## config.mk

```make
export PLATFORM = sky130hd
export DESIGN_NAME = execStage
export DESIGN_NICKNAME = d
export VERILOG_FILES = /design/src/hw/isaPkg.sv /design/src/hw/corePkg.sv /design/src/hw/execStage.sv
export SDC_FILE = /design/constraint.sdc
export NUM_CORES = 1
export LEC_CHECK = 0
export BUFFER_PORTS_ARGS = -buffer_cell sky130_fd_sc_hd__buf_2
export CAP_MARGIN = 5
export CORE_ASPECT_RATIO = 1.25
export CORE_MARGIN = 2
export CORE_UTILIZATION = 25
export CTS_BUF_LIST = sky130_fd_sc_hd__clkbuf_8
export DETAILED_ROUTE_END_ITERATION = 8
export GPL_TIMING_DRIVEN = 0
export PLACE_DENSITY = 0.49
export SETUP_SLACK_MARGIN = 0.1
export SLEW_MARGIN = 20
export SYNTH_ARGS = -nofsm -noshare
export SYNTH_HDL_FRONTEND = slang
export SYNTH_SLANG_ARGS = --single-unit
export TNS_END_PERCENT = 20
```

## constraint.sdc

```tcl
create_clock -name clk -period 9.16 [get_ports clk]
set_input_delay 0.458 -clock clk [delete_from_list [all_inputs] [get_ports clk]]
set_output_delay 0.458 -clock clk [all_outputs]
set_load 0.1 [all_outputs]
```

## src/hw/isaPkg.sv

```systemverilog
package isaPkg;

    typedef logic [31:0] word_t;
    typedef logic [4:0] regIdx_t;

    typedef enum logic [2:0] {
        aluAdd,
        aluSub,
        aluAnd,
        aluOr,
        aluSlt
    } aluOp_e;

    // selects which value goes back to the register file.
    typedef enum logic [1:0] {
        resAlu,
        resLoad,
        resPc4
    } resultSrc_e;

    localparam logic [6:0] opRType  = 7'b0110011;
    localparam logic [6:0] opIType  = 7'b0010011;
    localparam logic [6:0] opLoad   = 7'b0000011;
    localparam logic [6:0] opStore  = 7'b0100011;
    localparam logic [6:0] opBranch = 7'b1100011;
    localparam logic [6:0] opJal    = 7'b1101111;

    localparam logic [2:0] f3AddSub = 3'b000;
    localparam logic [2:0] f3Slt    = 3'b010;
    localparam logic [2:0] f3Or     = 3'b110;
    localparam logic [2:0] f3And    = 3'b111;
    localparam logic [2:0] f3Word   = 3'b010;
    localparam logic [2:0] f3Beq    = 3'b000;

    localparam logic [6:0] f7Base = 7'b0000000;
    localparam logic [6:0] f7Sub  = 7'b0100000;

    typedef struct packed {
        logic       regWrite;
        resultSrc_e resultSrc;
        logic       memWrite;
        logic       jump;
        logic       branch;
        aluOp_e     aluOp;
        logic       aluSrc;
    } ctrl_t;

endpackage

```

## src/hw/corePkg.sv

```systemverilog
package corePkg;

    typedef struct packed {
        logic          valid;
        isaPkg::word_t pc;
        isaPkg::word_t pcPlus4;
        isaPkg::word_t instr;
    } fetchDecode_t;

    // everything execute needs from decode.
    typedef struct packed {
        logic            valid;
        isaPkg::ctrl_t   ctrl;
        isaPkg::word_t   rd1;
        isaPkg::word_t   rd2;
        isaPkg::word_t   pc;
        isaPkg::word_t   pcPlus4;
        isaPkg::word_t   immExt;
        isaPkg::regIdx_t rd;
    } decodeExec_t;

    typedef struct packed {
        logic          en;
        logic          write;
        isaPkg::word_t addr;
        isaPkg::word_t wdata;
    } memReq_t;

    typedef struct packed {
        logic            en;
        isaPkg::regIdx_t rd;
        isaPkg::word_t   data;
    } wb_t;

    typedef struct packed {
        logic            valid;
        isaPkg::word_t   pc;
        logic            regWrite;
        isaPkg::regIdx_t rd;
        isaPkg::word_t   wdata;
        logic            memWrite;
        isaPkg::word_t   addr;
        isaPkg::word_t   storeData;
    } retire_t;

endpackage

```

## src/hw/execStage.sv

```systemverilog
`timescale 1ns/1ps

module execStage (
    input  logic                 clk,
    input  logic                 rstN,
    input  corePkg::decodeExec_t de,
    output corePkg::memReq_t     dataReq,
    input  isaPkg::word_t        loadData,
    output corePkg::wb_t         wb,
    output logic                 redirectEn,
    output isaPkg::word_t        redirectPc,
    output corePkg::retire_t     retire
);
    import isaPkg::*;
    import corePkg::*;

    word_t   srcB;
    word_t   aluResult;
    word_t   result;
    logic    isLoad;
    retire_t retireNext;

    assign srcB = de.ctrl.aluSrc ? de.immExt : de.rd2;

    always_comb begin
        case (de.ctrl.aluOp)
            aluAdd:  aluResult = de.rd1 + srcB;
            aluSub:  aluResult = de.rd1 - srcB;
            aluAnd:  aluResult = de.rd1 & srcB;
            aluOr:   aluResult = de.rd1 | srcB;
            aluSlt:  aluResult = {31'b0, $signed(de.rd1) < $signed(srcB)};
            default: aluResult = '0;
        endcase
    end

    // beq compares through the ALU subtraction.
    assign redirectEn = de.valid && (de.ctrl.jump || (de.ctrl.branch && aluResult == '0));
    assign redirectPc = de.pc + de.immExt;

    assign isLoad = de.valid && de.ctrl.resultSrc == resLoad;

    assign dataReq = '{en: isLoad || (de.valid && de.ctrl.memWrite),
                       write: de.ctrl.memWrite,
                       addr: aluResult,
                       wdata: de.rd2};

    always_comb begin
        case (de.ctrl.resultSrc)
            resLoad: result = loadData;
            resPc4:  result = de.pcPlus4;
            default: result = aluResult;
        endcase
    end

    assign wb = '{en: de.valid && de.ctrl.regWrite, rd: de.rd, data: result};

    // fields that do not apply to the instruction are left at zero.
    always_comb begin
        retireNext = '0;
        retireNext.valid = de.valid;
        retireNext.pc = de.pc;
        retireNext.regWrite = de.ctrl.regWrite;
        retireNext.memWrite = de.ctrl.memWrite;
        if (de.ctrl.regWrite) begin
            retireNext.rd = de.rd;
            retireNext.wdata = result;
        end
        if (de.ctrl.memWrite) begin
            retireNext.addr = aluResult;
            retireNext.storeData = de.rd2;
        end
    end

    always_ff @(posedge clk or negedge rstN) begin
        if (!rstN) begin
            retire <= '0;
        end else if (de.valid) begin
            retire <= retireNext;
        end else begin
            retire.valid <= 1'b0;
        end
    end

endmodule

```

; ---- After elaboration in Yosys (flattened, before gate mapping)
; Cells that the tools add are included.
; Widths: inputs -> output; s select.
[word_totals]
regBits = 136
out_inout_bits = 273
[classes]
add_sub_neg = 3
order_cmp = 1
eq_ne = 6
n_mux = 6
bitwise_logic = 2
n_reduce_logical = 9
[op_table]
columns = operator, n
row1 = $pmux 32 s5, 1
row2 = $add 32x32->32, 2
row3 = $mux 64, 1
row4 = $pmux 32 s2, 1
row5 = $mux 37, 1
row6 = $and 32x32->32, 1
row7 = $logic_not 32->1, 1
row8 = $lt 32x32->1, 1
row9 = $mux 32, 1
row10 = $or 32x32->32, 1
row11 = $sub 32x32->32, 1
row12 = $eq 3x2->1 const B, 2
row13 = $logic_and 1x1->1, 5
row14 = $eq 3x1->1 const B, 1
row15 = $eq 3x3->1 const B, 1
row16 = $logic_not 3->1, 1
row17 = $eq 2x1->1 const B, 1
row18 = $eq 2x2->1 const B, 1
row19 = $logic_or 1x1->1, 2
row20 = $mux 1, 1

; ---- Logic depth before layout (Yosys ltp)
; Gate-level depths: netlist (run 1).
[logic_depth]
word_depth = 7
ltp_mapped = 17
mapped_depth_nobuf = 16

; ---- Worst setup path before layout (run 1)
; No wires, ideal clock.
[synth_path]
path_kind = input-to-output
from = input port de[165] (netlist name)
to = output port wb[16] (netlist name)
arrival_ps = 6573
slack_ps = 2129
stages = 14
path_cell_list = clkbuf_1 > buf_1 > mux2i_1 > inv_1 > fa_1 > nor2_1 > o311ai_4 > a211oi_1 > a2111oi_2 > o2bb2ai_1 > xnor2_1 > a211oi_1 > nand2_1 > o21ai_0
[synth_lines]
columns = item, line_no
row1 = from (decl), execStage.sv:6  ; input corePkg::decodeExec_t de,
row2 = to (decl), execStage.sv:9  ; output corePkg::wb_t wb,

; ---- Worst setup path after layout (run 1)
[layout_path]
from = input port de[165] (netlist name)
to = output port redirectEn
[layout_via]
elab_chain_cells = 7
[layout_lines]
columns = item, line_no
row1 = $mux 32 *, execStage.sv:23  ; assign srcB = de.ctrl.aluSrc ? de.immExt : de.rd2;
row2 = $sub 32x32->32 (tied with other cells), execStage.sv:28  ; aluSub: aluResult = de.rd1 - srcB;
row3 = $pmux 32 s5 *, execStage.sv:26  ; case (de.ctrl.aluOp)
row4 = $logic_not 32->1 *, execStage.sv:37  ; assign redirectEn = de.valid && (de.ctrl.jump || (de.ctrl.branch && aluResult == '0));
row5 = $logic_and 1x1->1 *, execStage.sv:37
row6 = $logic_or 1x1->1 *, execStage.sv:37
row7 = $logic_and 1x1->1 *, execStage.sv:37
row8 = to (decl), execStage.sv:10  ; output logic redirectEn,
; Every way passes the cells marked *; elsewhere a longest branch is shown, timed or not.

==> results of run 1 <==
[through the flow]
step,std cells,hold WS (ns),instance area [µm²],util (%),worst slack (ns)
after CTS,2755,0.001258,16990,32.32,2.068
final,2757,0.06623,17000,32.33,2.241
after global placement,2721,0.4583,16490,31.37,2.096
after global routing,2757,0.02619,17000,32.33,1.889
after detailed placement,2722,0.4428,16540,31.47,2.073
after floorplan,1571,0.1624,13260,-,2.129
[per-layer routing]
metal  track usage, %  up-vias  wire, µm
li1                 -     6617         -
met1            24.77     6744     24890
met2            41.21      529     32120
met3            4.293      102      3230
met4            9.062       24      2039
met5                0        -       167
[path summary, 6_finish.rpt]
kind | startpoint | endpoint | slack [ns] | cells after the start
worst max-delay path | de[165] | redirectEn | 2.24 | 17
worst min-delay path | de[175] | retire[135]$_DFF_PN0_ | 0.07 | 1
worst max register to register | retire[84]$_DFFE_PN0P_ | retire[84]$_DFFE_PN0P_ | 8.35 | 1
worst min register to register | retire[64]$_DFFE_PN0P_ | retire[64]$_DFFE_PN0P_ | 0.48 | 1
max in group asynchronous | rstN | retire[8]$_DFFE_PN0P_ | 7.92 | 3
min in group asynchronous | rstN | retire[62]$_DFFE_PN0P_ | 0.44 | 2
[cell usage in the layout, fill, tap and decap left out, drive strengths merged, types with 7 or more instances in the layout]
cell type	count
xor2	9
or2	11
nand2b	13
o31ai	13
and3	10
and2	10
nand2	66
o2bb2ai	14
mux2i	36
clkinv	8
a31oi	13
o21ai	111
a21o	30
a221oi	16
xnor2	39
a22oi	22
nand3	55
nor4	11
a211o	7
mux2	33
o21bai	15
nor3	26
o211ai	15
nor2b	9
ha	145
clkbuf	75
a22o	54
buf	554
a2111oi	8
nand4	12
a211oi	27
o21a	15
nor2	106
dfrtp	136
a21oi	110
or3	10
inv	162
[timing repair]
item	in CTS	in global routing
hold endpoints to repair	66	0
endpoints found under the setup margin	0	0
buffers inserted	0	0
hold buffers	1	0
[cell families after synthesis]
family / count (synthesis)
flops: 136
xor+xnor: 48
buf+inv: 295
simple gates: 352
fa+ha+maj: 148
compound gates: 522
mux: 70
[critical path, cell delays in order]
cell and delay [ns]:
sky130_fd_sc_hd__clkbuf_1 0.25, sky130_fd_sc_hd__buf_1 0.82, sky130_fd_sc_hd__mux2i_1 0.58, sky130_fd_sc_hd__inv_1 0.15, sky130_fd_sc_hd__fa_1 0.45, sky130_fd_sc_hd__nor2_1 0.23, sky130_fd_sc_hd__o311ai_4 0.16, sky130_fd_sc_hd__a2111oi_4 0.48
sky130_fd_sc_hd__a311o_1 0.36, sky130_fd_sc_hd__o21a_1 0.24, sky130_fd_sc_hd__nor2_1 0.06, sky130_fd_sc_hd__a21oi_1 0.16, sky130_fd_sc_hd__xnor2_1 0.08, sky130_fd_sc_hd__a21oi_1 0.81, sky130_fd_sc_hd__nand4_1 0.38, sky130_fd_sc_hd__o31ai_2 0.32
sky130_fd_sc_hd__buf_2 0.46
[area by class of cell]
| cell class | count | area share (%) |
|---|---|---|
| Multi-Input combinational cell | 1140 | 50.44 |
| Sequential cell | 136 | 20.03 |
| Timing Repair Buffer | 480 | 14.36 |
| Tap cell | 672 | 4.947 |
| Buffer | 131 | 4.005 |
| Inverter | 164 | 3.622 |
| Clock buffer | 19 | 1.539 |
| Clock inverter | 13 | 1.038 |
| Antenna cell | 2 | 0.02945 |
[power by group through the flow]
| stage | Clock [mW] | Combinational, mW | Sequential (mW) |
|---|---|---|---|
| 3_5_place_dp | 0 | 1.96 | 0.693 |
| 2_1_floorplan | 0 | 1.12 | 1.09 |
| 5_1_grt | 0.619 | 2.06 | 0.689 |
| 4_1_cts | 0.601 | 1.97 | 0.682 |
| 3_3_place_gp | 0 | 1.95 | 0.692 |
| 6_report | 0.574 | 1.96 | 0.682 |
==> tab_implementation.tex, run 1 <==
\begin{tabular}{lr}
\hline
Metric & Value \\
\hline
\multicolumn{2}{l}{\textbf{Flow run}} \\
Max Cap Viol & 0 \\
\multicolumn{2}{l}{\textbf{STA}} \\
Unrepaired setup endpoints after global routing & no \\
Post-route fraction of the period consumed by the critical path & 75.54\% \\
Worst slew margin relative to its limit & between 20\% and 30\% \\
Final-report hold violation count & 0 \\
Tightest Pin Transition & between 1 and 1.5 ns \\
Maximum frequency from static timing analysis & approximately 140 MHz \\
Setup\_tns & 0 ns \\
\# setup viols final & 0 \\
Max Slew Vio Count & 0 \\
Clock Skew & 0 ns \\
Clock period minus final worst setup slack & roughly 6.9 ns \\
\multicolumn{2}{l}{\textbf{Layout}} \\
Most flop-heavy register & retire \\
Fill cell instance count of the final layout & around 5,700 \\
Multi-input logic area & 0.008572 mm² \\
Sequential Area & $\sim$0.0034 mm² \\
Number of flip-flops in the largest register & $\sim$140 \\
Biggest registers after layout & retire x136 \\
Area overhead of the layout relative to synthesis & 28.19\% \\
Fraction of final layout cells sized beyond drive strength 1 & around a third \\
Post-layout net count & between 2,000 and 2,500 \\
\multicolumn{2}{l}{\textbf{Yosys}} \\
Fraction of synthesis flops using an asynchronous set or reset pin & 100.0\% \\
Most area-consuming cells after synthesis & sky130\_fd\_sc\_hd\_\_dfrtp\_1 (26\%), sky130\_fd\_sc\_hd\_\_ha\_1 (14\%), sky130\_fd\_sc\_hd\_\_inv\_1 (4.6\%) \\
Adder and majority gate portion of the synthesized area & 14.14\% \\
EDFF count, synth & 0 \\
Area leader, netlist & sky130\_fd\_sc\_hd\_\_dfrtp\_1 \\
Fraction of synthesized area in multiplexers & approximately 5.7\% \\
Largest family of logic cells by synthesized area & compound AO/OA/AOI/OAI gates \\
Number of library cell types mapped by synthesis & 90 \\
Synthesized-area fraction occupied by ao, oa, aoi and oai cells & 28.41\% \\
Synth Register Bits & roughly 140 \\
Top cell type's share of synthesized area & 25.67\% \\
Portion of the post-synthesis area used by sequential elements & about 26\% \\
Per-instance average area after synthesis & between 8 and 9 µm² \\
Synth Cell Area & 0.01326 mm² \\
Number of warnings printed during yosys synthesis & 0 \\
Post-synthesis share of cell area spent on and, or, nand and nor gates & approximately an eighth \\
Post-synth net total & $\sim$1,900 \\
Post-synthesis share of cell area spent on xor and xnor gates & $\sim$3.3\% \\
Library cell with the highest instance count after synthesis & sky130\_fd\_sc\_hd\_\_inv\_1 \\
Most common library cells after synthesis & sky130\_fd\_sc\_hd\_\_inv\_1 (161), sky130\_fd\_sc\_hd\_\_ha\_1 (145), sky130\_fd\_sc\_hd\_\_dfrtp\_1 (136), sky130\_fd\_sc\_hd\_\_a21oi\_1 (106), sky130\_fd\_sc\_hd\_\_nor2\_1 (106) \\
Leading register cell type out of synthesis & sky130\_fd\_sc\_hd\_\_dfrtp\_1 \\
Post-synthesis cell count & between 1,500 and 2,000 \\
\multicolumn{2}{l}{\textbf{Floorplanning}} \\
Num rows & 94 \\
Initial core utilization & roughly a quarter \\
Core Box Area & 0.05257 mm² \\
Die Footprint & $\sim$0.055 mm² \\
Top-Level Pins & 483 \\
Height of the chip & about 260 µm \\
Horiz. Die Dim & roughly 210 µm \\
\multicolumn{2}{l}{\textbf{Power and ir drop}} \\
Net Sw Frac & about 58\% \\
Peak supply drop & 0.1138 mV \\
Part of the power in combinational logic & $\sim$61\% \\
Power share of the clock group & $\sim$18\% \\
Areal power density over the cells & 189.4 mW/mm² \\
Sequential group share of total power & around a fifth \\
NetSw & approximately 1.9 mW \\
Cell leakage power & around 8.6 nW \\
Sum of internal, switching and leakage power & approximately 3.2 mW \\
Total internal power & 1.359 mW \\
\multicolumn{2}{l}{\textbf{Clock network}} \\
Clk sink count & between 100 and 150 \\
Bufs on Longest Clock Path & 2 \\
Number of instances resized during post-cts repair & 0 \\
Deepest level of the CTS H-tree & 4 \\
Clock tree from TritonCTS & done \\
Total CTS buffers & 17 \\
Clock insertion delay at the later pin of the skew report & between 0.5 and 0.6 ns \\
Clock-pin slew on the worst setup and hold paths & roughly 0.070 ns \\
Buffer cell driving the clock tree root & sky130\_fd\_sc\_hd\_\_clkbuf\_8 \\
\multicolumn{2}{l}{\textbf{GRT}} \\
Total global routing track utilization & approximately 22\% \\
Vias in the first global route & around 14,000 \\
Antenna violations before repair & 16 \\
Global route overflow & 0 \\
Global-route wire length before repair & about 90 mm \\
Largest net degree at the start of global routing & 71 \\
\multicolumn{2}{l}{\textbf{Setup path}} \\
Setup crit start kind & primary input \\
CP Capture Type & output pin \\
Worst-path maximum fanout & 10 \\
Critical path class & primary input to output pin \\
Critical path arrival & around 6.5 ns \\
Data required time of the critical path & slightly below 9 ns \\
\multicolumn{2}{l}{\textbf{Routing}} \\
Via density & 5.084 \\
Average wire length per cell after detail routing & around 23 µm \\
DRC violation count after routing & 0 \\
Antenna viol nets, final & 0 \\
First-pass iteration count of the detailed router & 5 \\
Starting DRT DRC Count & 858 \\
Wirelength, routed & about 62 mm \\
Total via count after detailed routing & between 10,000 and 15,000 \\
\multicolumn{2}{l}{\textbf{Run status}} \\
Result of the run & completed \\
\multicolumn{2}{l}{\textbf{Placed design}} \\
Post-DP HPWL & 51.84 mm \\
Number of buffer cells added on primary ports & 478 \\
Final weighted congestion of routability-driven global placement & 0.9118 \\
\multicolumn{2}{l}{\textbf{Worst hold path}} \\
Path type of the worst min-delay path & primary input to flip-flop \\
\hline
\end{tabular}
No activity file was read; power rests on OpenSTA's default activity.
==> inputs of run 2 (changes only) <==
==> constraint.sdc (replaced) <==
create_clock -name clk -period 6.4 [get_ports clk]
set_input_delay 0.32 -clock clk [delete_from_list [all_inputs] [get_ports clk]]
set_output_delay 0.32 -clock clk [all_outputs]
set_load 0.1 [all_outputs]
==> tab_implementation.tex, run 2 (synthesized netlist as in run 1, its figures left out) <==
\begin{tabular}{lr}
\hline
Metric & Value \\
\hline
\multicolumn{2}{l}{\textbf{Setup path}} \\
End of the worst register-to-register path & retire[79]\$\_DFFE\_PN0P\_ \\
Worst r2r path cells & 1 \\
Capturing element of the worst setup path & redirectEn \\
Register-to-Register Setup Slack & 5.56 ns \\
Worst-path maximum fanout & 10 \\
CP Buf/Inv Count & 4 \\
Highest cell delay on the worst timing path & approximately 0.57 ns \\
Data required time of the critical path & between 6 and 7 ns \\
Slowest cell on the critical path & sky130\_fd\_sc\_hd\_\_clkdlybuf4s15\_2 \\
Setup crit start kind & primary input \\
Reg-to-Reg Start & retire[79]\$\_DFFE\_PN0P\_ \\
Dominant delay contributor by cell family on the critical path & simple AND/OR/NAND/NOR gates \\
Critical path class & primary input to output pin \\
CP Capture Type & output pin \\
Number of cells on the critical path & 17 \\
Series of cell instances along the critical path & clkbuf\_1, clkdlybuf4s15\_2, mux2i\_1, ha\_1, buf\_2, nor2\_1, nand4\_1, a211oi\_1, a2111oi\_2, o2bb2ai\_1, xnor2\_1, a211oi\_2, nand4b\_1, nor4\_1, nand4\_1, o31ai\_2, buf\_2 \\
Worst Setup SP & de[165] \\
Critical path arrival & roughly 5.7 ns \\
\multicolumn{2}{l}{\textbf{Placed design}} \\
Number of buffer cells added on primary ports & 478 \\
Post-DP HPWL & around 52 mm \\
Final weighted congestion of routability-driven global placement & between 0.9 and 1 \\
\multicolumn{2}{l}{\textbf{Layout}} \\
Number of flip-flops in the largest register & approximately 140 \\
Most flop-heavy register & retire \\
Area overhead of the layout relative to synthesis & 29.08\% \\
Core Util, Final & approximately a third \\
Biggest registers after layout & retire x136 \\
Fraction of final layout cells sized beyond drive strength 1 & 31.77\% \\
Fill cell instance count of the final layout & 5,700 \\
Most common cell after layout, fill and taps aside & sky130\_fd\_sc\_hd\_\_buf\_2 \\
Leading cell types in the layout, fill and taps excluded & sky130\_fd\_sc\_hd\_\_buf\_2 (496), sky130\_fd\_sc\_hd\_\_inv\_1 (161), sky130\_fd\_sc\_hd\_\_ha\_1 (145) \\
Post-layout net count & between 2,000 and 2,500 \\
\multicolumn{2}{l}{\textbf{Clock network}} \\
Clk sink count & $\sim$140 \\
Clock-pin slew on the worst setup and hold paths & roughly 0.090 ns \\
Total CTS buffers & 17 \\
Bufs on Longest Clock Path & 2 \\
Buffer cell driving the clock tree root & sky130\_fd\_sc\_hd\_\_clkbuf\_8 \\
Clock tree from TritonCTS & done \\
Clock insertion delay at the later pin of the skew report & a little under 0.5 ns \\
Deepest level of the CTS H-tree & 4 \\
Postcts setup bufs & 0 \\
\multicolumn{2}{l}{\textbf{Power and ir drop}} \\
Part of the power in combinational logic & approximately 60\% \\
NetSw & around 2.7 mW \\
Power share of the clock group & 19.4\% \\
Sequential group share of total power & 20.8\% \\
Peak supply drop & about 0.14 mV \\
Cell leakage power & 8.676 nW \\
Areal power density over the cells & 275.2 mW/mm² \\
Total internal power & a little over 2 mW \\
Net Sw Frac & 56.70\% \\
\multicolumn{2}{l}{\textbf{Routing}} \\
Wirelength, routed & approximately 63 mm \\
First-pass iteration count of the detailed router & 7 \\
Via density & approximately 5.1 \\
Antenna viol nets, final & 0 \\
DRC violation count after routing & 0 \\
Starting DRT DRC Count & approximately 900 \\
Total via count after detailed routing & roughly 14,000 \\
Average wire length per cell after detail routing & $\sim$23 µm \\
\multicolumn{2}{l}{\textbf{STA}} \\
Clock Skew & 0 ns \\
Max Slew Vio Count & 0 \\
Clock period minus final worst setup slack & about 6.0 ns \\
Maximum frequency from static timing analysis & about 170 MHz \\
Unrepaired setup endpoints after global routing & no \\
\# setup viols final & 0 \\
Tightest Pin Transition & between 1 and 1.5 ns \\
Worst slew margin relative to its limit & between 20\% and 30\% \\
Post-route fraction of the period consumed by the critical path & just over 90\% \\
Final-report hold violation count & 0 \\
Final hold slack & around 0.076 ns \\
\multicolumn{2}{l}{\textbf{Floorplanning}} \\
Horiz. Die Dim & approximately 210 µm \\
Height of the chip & 261.5 µm \\
Initial core utilization & $\sim$25\% \\
Core Box Area & around 0.053 mm² \\
Die Footprint & about 0.055 mm² \\
Num rows & 94 \\
Top-Level Pins & 483 \\
\multicolumn{2}{l}{\textbf{Run status}} \\
Result of the run & completed \\
\multicolumn{2}{l}{\textbf{GRT}} \\
Total global routing track utilization & between 20 and 25\% \\
Antenna violations before repair & 12 \\
Global-route wire length before repair & 90.27 mm \\
Largest net degree at the start of global routing & 70 \\
Vias in the first global route & 14,090 \\
Global route overflow & 0 \\
\multicolumn{2}{l}{\textbf{Flow run}} \\
Max Cap Viol & 0 \\
\multicolumn{2}{l}{\textbf{Worst hold path}} \\
Path type of the worst min-delay path & primary input to flip-flop \\
\hline
\end{tabular}
==> run 2: changes by cell type in the layout (fill, tap and decap cells not counted), sizes merged <==
cell	previous run	this run
buf	554	553
clkinvlp	3	1
dlygate4sd3	1	2
bufinv	4	6
clkdlybuf4s15	0	1
diode	2	5
clkinv	8	7
clkbuf	75	76
==> run 2: metal layers <==
layer	vias up	share of wire [%]	global-route usage, %
met1	6848	40	24.67
met5	-	0.15	0
li1	6609	-	-
met4	14	3.9	10.72
met3	105	5.1	4.161
met2	517	51	40.71
==> run 2: worst min-delay path by stage <==
stage	startpoint	to	cells past startpoint
final	de[72]	retire[106]$_DFFE_PN0P_	2
after global routing	de[93]	retire[127]$_DFFE_PN0P_	2
after CTS	de[74]	retire[108]$_DFFE_PN0P_	2
after detailed placement	rstN	retire[93]$_DFFE_PN0P_	1
after global placement	de[175]	retire[135]$_DFF_PN0_	1
after floorplan	rstN	retire[0]$_DFFE_PN0P_	0
==> run 2: cell type report <==
type                    count  area [µm²]  share of cell area (%)
multi-input cells        1140        8603                   50.27
flip-flops and latches    136        3403                   19.89
repair buffers            481        2450                   14.32
well taps                 672       840.8                   4.913
plain buffers             131       691.9                   4.043
inverters                 164       615.6                   3.597
clock buffers              20       275.3                   1.609
clock inverters            12       220.2                   1.287
diodes                      5       12.51                 0.07312
==> run 2: stage by stage <==
stage / TNS (ns) / instances / instance area, µm² / total power, mW / setup WS (ns)
CTS: 0 / 2756 / 17090 / 4.750 / 0.2121
floorplan: -0.6861 / 1571 / 13260 / 3.165 / -0.2709
finish: 0 / 2761 / 17110 / 4.709 / 0.4109
global placement: -0.7157 / 2721 / 16500 / 3.789 / -0.7157
detailed placement: -0.8758 / 2722 / 16550 / 3.803 / -0.8758
global route: 0 / 2760 / 17110 / 4.918 / 0.1023
==> run 2: repair_timing <==
item	in CTS	in global routing
cloned	0	0
setup endpoints to repair	3	1
hold endpoints to repair	69	0
pin swaps	0	0
resized for setup	12	3
hold buffers	2	0
==> run 2: power by group through the flow <==
| stage | clock network (mW) | registers, mW | logic [mW] |
|---|---|---|---|
| 3_5_place_dp | 0 | 0.994 | 2.81 |
| 4_1_cts | 0.952 | 0.978 | 2.82 |
| 2_1_floorplan | 0 | 1.56 | 1.60 |
| 5_1_grt | 0.981 | 0.987 | 2.95 |
| 6_report | 0.914 | 0.978 | 2.82 |
| 3_3_place_gp | 0 | 0.992 | 2.80 |
